$ cat config.mk
export PLATFORM = sky130hd
export DESIGN_NAME = axi_wr_bridge
export DESIGN_NICKNAME = d
export VERILOG_FILES = /design/src/rtl/axi_pkg.sv /design/src/rtl/bridge_pkg.sv /design/src/rtl/burst_if.sv /design/src/rtl/wr_arbiter.sv /design/src/rtl/boundary_splitter.sv /design/src/rtl/burst_fifo.sv /design/src/rtl/beat_counter.sv /design/src/rtl/wr_burst_fsm.sv /design/src/rtl/axi_wr_bridge.sv
export SDC_FILE = /design/constraint.sdc
export NUM_CORES = 1
export LEC_CHECK = 0
export BUFFER_PORTS_ARGS = -buffer_cell sky130_fd_sc_hd__buf_2
export CORE_ASPECT_RATIO = 0.6
export CORE_MARGIN = 8
export CORE_UTILIZATION = 59
export DETAILED_ROUTE_END_ITERATION = 6
export GPL_TIMING_DRIVEN = 0
export MAX_ROUTING_LAYER = met4
export PLACE_DENSITY = 0.94
export SETUP_SLACK_MARGIN = 0.5
export SLEW_MARGIN = 10
export SYNTH_ARGS = -nofsm -noshare
export SYNTH_HDL_FRONTEND = slang
export SYNTH_SLANG_ARGS = --single-unit
$ cat constraint.sdc
create_clock -name clk -period 10.64 [get_ports clk]
set_input_delay 1.064 -clock clk [delete_from_list [all_inputs] [get_ports clk]]
set_output_delay 1.064 -clock clk [all_outputs]
set_load 0.05 [all_outputs]
$ cat src/rtl/axi_pkg.sv
// AXI write port widths, fixed size code
// burst type and response enums
package axi_pkg;

  localparam int addr_w = 32;
  localparam int data_w = 32;
  localparam int strb_w = data_w / 8;
  localparam int id_w   = 2;
  localparam int len_w  = 8;

  localparam logic [2:0] size_word = 3'd2;  // 4-byte beats only

  typedef enum logic [1:0] {FIXED = 2'b00, INCR = 2'b01, WRAP = 2'b10} axi_burst_e;

  typedef enum logic [1:0] {
    OKAY   = 2'b00,
    EXOKAY = 2'b01,
    SLVERR = 2'b10,
    DECERR = 2'b11
  } axi_resp_e;

endpackage

$ cat src/rtl/bridge_pkg.sv
// requestor count, split limits, burst descriptor
// and the issue FSM states
package bridge_pkg;

  import axi_pkg::*;

  localparam int n_req           = 3;
  localparam int req_w           = 2;
  localparam int bcnt_w          = 13;  // 4096 still fits
  localparam int page_bytes      = 4096;
  localparam int max_beats       = 16;
  localparam int max_burst_bytes = max_beats * strb_w;
  localparam int fifo_depth      = 4;

  typedef struct packed {
    logic [addr_w-1:0] addr;
    logic [len_w-1:0]  len;   // beats minus one
    logic [req_w-1:0]  req;
    logic              last;  // final burst of the request
  } burst_desc_t;

  typedef enum logic [1:0] {IDLE, ADDR, DATA, RESP} wr_state_e;

endpackage

$ cat src/rtl/burst_if.sv
// valid/ready channel for burst descriptors
`timescale 1ns/100ps

interface burst_if import bridge_pkg::*; ();

  logic        valid;
  logic        ready;
  burst_desc_t desc;   // held with valid until taken

  modport src (output valid, output desc, input ready);

  modport dst (input valid, input desc, output ready);

endinterface

$ cat src/rtl/wr_arbiter.sv
// round-robin write arbiter, grant held until the transfer is done
`timescale 1ns/100ps

module wr_arbiter
  import bridge_pkg::*;
(
  input  logic             clk,
  input  logic             rst_n,
  input  logic [n_req-1:0] req_start,
  input  logic             xfer_done,
  output logic [n_req-1:0] grant,
  output logic             start,
  output logic [req_w-1:0] grant_idx
);

  logic [n_req-1:0] pending;   // starts seen while busy
  logic [n_req-1:0] req_any;
  logic [n_req-1:0] pick_mask;
  logic [req_w-1:0] last_idx;
  logic [req_w-1:0] pick_idx;
  logic             pick_ok;
  logic             busy;

  assign req_any   = pending | req_start;
  assign pick_mask = n_req'(1) << pick_idx;

  // first requestor after the one served last
  always_comb begin
    int cand;
    pick_ok  = 1'b0;
    pick_idx = last_idx;
    for (int i = 1; i <= n_req; i++) begin
      cand = int'(last_idx) + i;
      if (cand >= n_req) begin
        cand = cand - n_req;
      end
      if (!pick_ok && req_any[cand]) begin
        pick_ok  = 1'b1;
        pick_idx = req_w'(cand);
      end
    end
  end

  always_ff @(posedge clk) begin
    if (!rst_n) begin
      pending   <= '0;
      busy      <= 1'b0;
      grant     <= '0;
      start     <= 1'b0;
      grant_idx <= '0;
      last_idx  <= req_w'(n_req - 1);  // requestor 0 goes first
    end else begin
      start <= 1'b0;
      if (!busy && pick_ok) begin
        busy      <= 1'b1;
        start     <= 1'b1;
        grant     <= pick_mask;
        grant_idx <= pick_idx;
        last_idx  <= pick_idx;
        pending   <= req_any & ~pick_mask;
      end else begin
        pending <= req_any;
      end
      if (busy && xfer_done) begin
        busy  <= 1'b0;   // grant drops the cycle after done
        grant <= '0;
      end
    end
  end

endmodule

$ cat src/rtl/boundary_splitter.sv
// splits a granted request into INCR bursts that stay inside
// a 4 KB page and carry at most 16 beats
`timescale 1ns/100ps

module boundary_splitter
  import axi_pkg::*;
  import bridge_pkg::*;
(
  input  logic              clk,
  input  logic              rst_n,
  input  logic              start,
  input  logic [req_w-1:0]  req_idx,
  input  logic [addr_w-1:0] addr,
  input  logic [bcnt_w-1:0] bytes,
  burst_if.src              bursts
);

  logic              active;
  logic [addr_w-1:0] cur_addr;
  logic [bcnt_w-1:0] left;      // bytes still to be cut
  logic [req_w-1:0]  cur_req;
  logic [bcnt_w-1:0] to_page;
  logic [bcnt_w-1:0] chunk;
  logic              last_one;
  logic              take;

  assign to_page = bcnt_w'(page_bytes - (cur_addr % page_bytes));

  // smallest of bytes left, room in the page and the burst cap
  always_comb begin
    chunk = left;
    if (to_page < chunk) begin
      chunk = to_page;
    end
    if (bcnt_w'(max_burst_bytes) < chunk) begin
      chunk = bcnt_w'(max_burst_bytes);
    end
  end

  assign last_one     = (chunk == left);
  assign take         = active && bursts.ready;
  assign bursts.valid = active;
  assign bursts.desc  = '{addr: cur_addr,
                          len:  len_w'(chunk / strb_w - 1),
                          req:  cur_req,
                          last: last_one};

  always_ff @(posedge clk) begin
    if (!rst_n) begin
      active <= 1'b0;
    end else if (start) begin
      active <= 1'b1;
    end else if (take && last_one) begin
      active <= 1'b0;
    end
  end

  always_ff @(posedge clk) begin
    if (start) begin
      cur_addr <= addr;
      left     <= bytes;
      cur_req  <= req_idx;
    end else if (take) begin
      cur_addr <= cur_addr + addr_w'(chunk);  // step to next burst
      left     <= left - chunk;
    end
  end

endmodule

$ cat src/rtl/burst_fifo.sv
// four-entry circular queue of burst descriptors
`timescale 1ns/100ps

module burst_fifo
  import bridge_pkg::*;
(
  input  logic clk,
  input  logic rst_n,
  burst_if.dst wr_side,
  burst_if.src rd_side
);

  burst_desc_t                   mem [fifo_depth];
  logic [$clog2(fifo_depth)-1:0] wr_ptr;
  logic [$clog2(fifo_depth)-1:0] rd_ptr;
  logic [$clog2(fifo_depth):0]   count;
  logic                          do_wr;
  logic                          do_rd;

  assign wr_side.ready = (count != fifo_depth);  // low when full
  assign rd_side.valid = (count != 0);
  assign rd_side.desc  = mem[rd_ptr];
  assign do_wr         = wr_side.valid && wr_side.ready;
  assign do_rd         = rd_side.valid && rd_side.ready;

  always_ff @(posedge clk) begin
    if (do_wr) begin
      mem[wr_ptr] <= wr_side.desc;
    end
  end

  always_ff @(posedge clk) begin
    if (!rst_n) begin
      wr_ptr <= '0;
      rd_ptr <= '0;
      count  <= '0;
    end else begin
      if (do_wr) begin
        wr_ptr <= wr_ptr + 1'b1;  // wraps at depth
      end
      if (do_rd) begin
        rd_ptr <= rd_ptr + 1'b1;
      end
      case ({do_wr, do_rd})
        2'b10:   count <= count + 1'b1;
        2'b01:   count <= count - 1'b1;
        default: count <= count;
      endcase
    end
  end

endmodule

$ cat src/rtl/beat_counter.sv
// down-counter of remaining W beats, flags the last one
`timescale 1ns/100ps

module beat_counter
  import axi_pkg::*;
(
  input  logic             clk,
  input  logic             rst_n,
  input  logic             load,
  input  logic [len_w-1:0] beats,
  input  logic             beat,
  output logic             last_beat
);

  logic [len_w-1:0] remaining;  // beats after the current one

  always_ff @(posedge clk) begin
    if (!rst_n) begin
      remaining <= '0;
    end else if (load) begin
      remaining <= beats;  // awlen, so zero means one beat
    end else if (beat && remaining != '0) begin
      remaining <= remaining - 1'b1;
    end
  end

  assign last_beat = (remaining == '0);

endmodule

$ cat src/rtl/wr_burst_fsm.sv
// issues one burst at a time on AW, W and B
// and reports done and error per request
`timescale 1ns/100ps

module wr_burst_fsm
  import axi_pkg::*;
  import bridge_pkg::*;
(
  input  logic              clk,
  input  logic              rst_n,
  burst_if.dst              bursts,
  output logic [id_w-1:0]   awid,
  output logic [addr_w-1:0] awaddr,
  output logic [len_w-1:0]  awlen,
  output logic [2:0]        awsize,
  output logic [1:0]        awburst,
  output logic              awvalid,
  input  logic              awready,
  output logic [data_w-1:0] wdata,
  output logic [strb_w-1:0] wstrb,
  output logic              wlast,
  output logic              wvalid,
  input  logic              wready,
  input  logic [id_w-1:0]   bid,
  input  logic [1:0]        bresp,
  input  logic              bvalid,
  output logic              bready,
  input  logic [data_w-1:0] rd_data,
  output logic              data_pop,
  output logic              xfer_done,
  output logic              xfer_err
);

  wr_state_e   state;
  burst_desc_t cur;
  logic        err_acc;    // sticky over bursts of one request
  logic        last_beat;
  logic        bad_resp;
  logic        take;

  assign bursts.ready = (state == IDLE);
  assign take         = bursts.valid && bursts.ready;

  assign awid    = id_w'(cur.req);  // ID is the requestor index
  assign awaddr  = cur.addr;
  assign awlen   = cur.len;
  assign awsize  = size_word;
  assign awburst = INCR;
  assign awvalid = (state == ADDR);

  assign wdata    = rd_data;  // head of show-ahead FIFO
  assign wstrb    = '1;
  assign wvalid   = (state == DATA);
  assign wlast    = wvalid && last_beat;
  assign data_pop = wvalid && wready;

  assign bready   = (state == RESP);
  assign bad_resp = (bresp != OKAY) || (bid != id_w'(cur.req));

  beat_counter u_beat_counter (
    .clk       (clk),
    .rst_n     (rst_n),
    .load      (take),
    .beats     (bursts.desc.len),
    .beat      (data_pop),
    .last_beat (last_beat)
  );

  always_ff @(posedge clk) begin
    if (!rst_n) begin
      state <= IDLE;
    end else begin
      case (state)
        IDLE:    if (take) state <= ADDR;
        ADDR:    if (awready) state <= DATA;
        DATA:    if (wready && last_beat) state <= RESP;
        RESP:    if (bvalid) state <= IDLE;
        default: state <= IDLE;
      endcase
    end
  end

  always_ff @(posedge clk) begin
    if (take) begin
      cur <= bursts.desc;
    end
  end

  always_ff @(posedge clk) begin
    if (!rst_n) begin
      xfer_done <= 1'b0;
      xfer_err  <= 1'b0;
      err_acc   <= 1'b0;
    end else begin
      xfer_done <= 1'b0;
      xfer_err  <= 1'b0;
      if (bready && bvalid) begin
        if (cur.last) begin
          xfer_done <= 1'b1;  // one-cycle pulse with err
          xfer_err  <= err_acc || bad_resp;
          err_acc   <= 1'b0;
        end else begin
          err_acc <= err_acc || bad_resp;
        end
      end
    end
  end

endmodule

$ cat src/rtl/axi_wr_bridge.sv
// write-only AXI bridge top: arbiter, splitter, descriptor FIFO, burst FSM
// plus request mux and per-requestor steering
`timescale 1ns/100ps

module axi_wr_bridge
  import axi_pkg::*;
  import bridge_pkg::*;
(
  input  logic              clk,
  input  logic              rst_n,
  // requestors
  input  logic [n_req-1:0]  req_start,
  output logic [n_req-1:0]  req_grant,
  output logic [n_req-1:0]  req_done,
  output logic [n_req-1:0]  req_err,
  output logic [n_req-1:0]  req_rd,
  input  logic [addr_w-1:0] req_addr  [n_req],
  input  logic [data_w-1:0] req_data  [n_req],
  input  logic [bcnt_w-1:0] req_bytes [n_req],
  // AW channel
  output logic [id_w-1:0]   awid,
  output logic [addr_w-1:0] awaddr,
  output logic [len_w-1:0]  awlen,
  output logic [2:0]        awsize,
  output logic [1:0]        awburst,
  output logic              awvalid,
  input  logic              awready,
  // W channel
  output logic [data_w-1:0] wdata,
  output logic [strb_w-1:0] wstrb,
  output logic              wlast,
  output logic              wvalid,
  input  logic              wready,
  // B channel
  input  logic [id_w-1:0]   bid,
  input  logic [1:0]        bresp,
  input  logic              bvalid,
  output logic              bready
);

  logic [n_req-1:0]  grant;
  logic [req_w-1:0]  grant_idx;
  logic              start;
  logic              xfer_done;
  logic              xfer_err;
  logic              data_pop;
  logic [data_w-1:0] rd_data;

  burst_if u_split_if ();  // splitter to queue
  burst_if u_issue_if ();  // queue to FSM

  assign rd_data   = req_data[grant_idx];
  assign req_grant = grant;
  assign req_rd    = grant & {n_req{data_pop}};   // pop only the granted FIFO
  assign req_done  = grant & {n_req{xfer_done}};
  assign req_err   = grant & {n_req{xfer_err}};

  wr_arbiter u_wr_arbiter (
    .clk       (clk),
    .rst_n     (rst_n),
    .req_start (req_start),
    .xfer_done (xfer_done),
    .grant     (grant),
    .start     (start),
    .grant_idx (grant_idx)
  );

  boundary_splitter u_boundary_splitter (
    .clk     (clk),
    .rst_n   (rst_n),
    .start   (start),
    .req_idx (grant_idx),
    .addr    (req_addr[grant_idx]),
    .bytes   (req_bytes[grant_idx]),
    .bursts  (u_split_if.src)
  );

  burst_fifo u_burst_fifo (
    .clk     (clk),
    .rst_n   (rst_n),
    .wr_side (u_split_if.dst),
    .rd_side (u_issue_if.src)
  );

  wr_burst_fsm u_wr_burst_fsm (
    .clk       (clk),
    .rst_n     (rst_n),
    .bursts    (u_issue_if.dst),
    .awid      (awid),
    .awaddr    (awaddr),
    .awlen     (awlen),
    .awsize    (awsize),
    .awburst   (awburst),
    .awvalid   (awvalid),
    .awready   (awready),
    .wdata     (wdata),
    .wstrb     (wstrb),
    .wlast     (wlast),
    .wvalid    (wvalid),
    .wready    (wready),
    .bid       (bid),
    .bresp     (bresp),
    .bvalid    (bvalid),
    .bready    (bready),
    .rd_data   (rd_data),
    .data_pop  (data_pop),
    .xfer_done (xfer_done),
    .xfer_err  (xfer_err)
  );

endmodule

==> results_dict.tcl <==
set metrics [dict create \
    status "completed" \
    worst_slack_ns 4.42 \
    cts_buffer_depth 3 \
    syn_avg_cell_area_um2 12.6 \
    finalCriticalPeriod_ns 6.22 \
    cts_resized 0 \
    fmax_mhz 161 \
    grt_pass1_vias 12400 \
    relSlewSlack 0.0401 \
    place_congestion 0.979 \
    final_cell_area_mm2 0.0187 \
    p_per_area_mw_per_mm2 307 \
    total_power_mw 5.74 \
    synth-seq-cells 296 \
    r2r-start "u_boundary_splitter.cur_addr[0]$_DFFE_PP_" \
    overflow 0 \
    cp_top_family "simple AND/OR/NAND/NOR gates" \
    cts.sinks 296 \
    wl_per_cell_um 23.8 \
    tightest_slew_ns 1.43 \
    first_pass_iters 6 \
    port_buffers 332 \
    p_leak_nw 7.12 \
    tritoncts "built" \
    cts_setup_buffers 0 \
    dp_cells 1950 \
    hold_viol 0 \
    worstSkewPairLatency_ns 0.56 \
    worstSetupEndpointType "flop" \
    crit_fanout 11 \
    grt_pass1_wl_um 71600 \
    pre_cts_slack_ns 4.82 \
    post-route-period-util 0.585 \
    vdd_drop_max_uv 169 \
    yosysMostFrequentCell "edfxtp_1" \
    fillCellCount 1687 \
    yosys.area.top_type "edfxtp_1" \
    synth_top_cell_area_share 0.506 \
    nets 1919 \
    drtAntennaViolNets 0 \
    drt-vias-per-instance 6.13 \
    ys_seq_area_frac 0.550 \
    cp_cell_sequence "inv_1, ha_1, nor3b_2, nand2_1, nor4_1, xnor2_1, ha_1, nand2_1, nor2_1, nand2_1, o21ai_4, buf_4, mux2i_1, or2_1, inv_2, ha_1, o21ai_1, o21ai_1, a21oi_1, o31ai_4, nand3_1, xor2_1, a21oi_1" \
    fin_util 0.714 \
    placed_area_mm2 0.0179 \
    startpoint_type "flop" \
    drive_gt1_frac 0.331 \
    synth.area.top_cells "edfxtp_1, mux4_2, dfxtp_1" \
    placementRows 46 \
    coreArea_mm2 0.0262 \
    use_met3 0.0561 \
    cts_hold_buf 0 \
    root_buffer "clkbuf_16" \
    finalSetupTns_ns 0 \
    min_from "u_wr_arbiter.grant_idx[1]$_SDFFE_PN0P_" \
    maxCapViolations 0 \
    crit_start "u_boundary_splitter.cur_addr[0]$_DFFE_PP_" \
    syn_inst 1234 \
    synth-edff-count 262 \
    ys_top_cells_by_count "edfxtp_1, nand2_1, o21ai_0" \
    die_x_um 226 \
    routed_wl_um 47700 \
    use_met1 0.394 \
    die_area_mm2 0.0320 \
    holdWs_ns 0.476 \
    cp.required_ns 10.93 \
    cts.clk_slew.worst_paths_ns 0.07 \
    stdcell_count 2001 \
    antenna_found_initial 1 \
    dr.first_iter.drc_count 1375 \
    htree_levels 1 \
    track_usage 0.298 \
    ys.flop_type "edfxtp_1" \
    synthDistinctLibCells 78 \
    area_growth_pct 20.2 \
    post-dp-hpwl_um 35200 \
    worst-path-buf-inv 3 \
    grt-busiest-layer "met2" \
    hp-class "flop to flop" \
    critPathArrivalTime_ns 6.51 \
    vias 12300 \
    clock-skew-final_ns 0.0242 \
    die_y_um 142 \
    async_flop_share 0 \
    synth_area_mm2 0.0155 \
    rsz0062_at_grt "no" \
    synth_warnings 0 \
    pin_count 342 \
    numCtsBuffers 27 \
    slowest_delay_ns 0.63 \
    drc 0 \
    critPathKind "flop to flop" \
    setup_viol 0 \
    grtUsageMet2 0.473 \
    start_util 0.594 \
    slew_viol_final 0 \
    grt_max_degree 30 \
    crit_slowest_cell "o31ai_4" \
]
cell usage in the layout, fill, tap and decap left out, types with 34 or more instances in the layout:
master	synthesis	layout
buf_4	52	52
dfxtp_1	34	34
nor2_1	69	69
nand2_1	92	91
mux2i_1	54	54
edfxtp_1	262	262
a21oi_1	68	68
ha_1	54	54
clkbuf_1	30	39
mux4_2	43	43
inv_1	49	48
o21ai_0	70	70
buf_2	9	341
final timing paths:
| path | cells after the start | endpoint | slack, ns |
|---|---|---|---|
| worst min register to register | 0 | u_boundary_splitter.cur_req[1]$_DFFE_PP_ | 0.48 |
| worst max-delay path | 23 | u_boundary_splitter.cur_addr[15]$_DFFE_PP_ | 4.42 |
| worst min-delay path | 0 | u_boundary_splitter.cur_req[1]$_DFFE_PP_ | 0.48 |
| worst max register to register | 23 | u_boundary_splitter.cur_addr[15]$_DFFE_PP_ | 4.42 |
where the power goes:
part	internal, mW	leakage, nW	total, mW	switching, mW
logic	0.965	4.04	2.83	1.87
registers	1.71	2.68	1.97	0.267
clock network	0.496	0.402	0.931	0.435
total	3.17	7.12	5.74	2.57
final cells by class:
type                       instances  area, um^2  area share
timing repair buffer             338        1780      0.0953
sequential                       296        8550       0.457
multi-input combinational        798        6270       0.335
clock inverter                    11        80.1     0.00428
antenna                            1        2.50    0.000134
clock buffer                      39         751      0.0402
inverter                          55         206      0.0110
tap                              360         450      0.0241
buffer                           103         601      0.0321
layer usage:
metal	up-vias	part of all wire
met5	-	0
met3	112	0.10
met2	792	0.47
li1	5381	-
met4	0	0.029
met1	5977	0.40
logic make-up (layout without fill, tap and decap cells):
family,count (synthesis),count (layout),synth area share
DFF,296,296,0.550
other,2,21,0.000483
adders and majority gates,57,57,0.0473
and+or+nand+nor,289,289,0.0941
xor gates and xnor gates,53,53,0.0299
AOI/OAI and AO/OA,249,249,0.104
buffers and inverters,158,546,0.0519
muxes,130,130,0.122
registers in the layout, summed over array words and instances (netlist names), 8 cells and up, named ones only:
register                                 cells
u_burst_fifo.mem                           172
u_wr_burst_fsm.awaddr                       32
u_wr_burst_fsm.awlen                         8
u_boundary_splitter.left                    13
u_boundary_splitter.cur_addr                32
u_wr_burst_fsm.u_beat_counter.remaining      8
(Power assumes the default switching activity.)
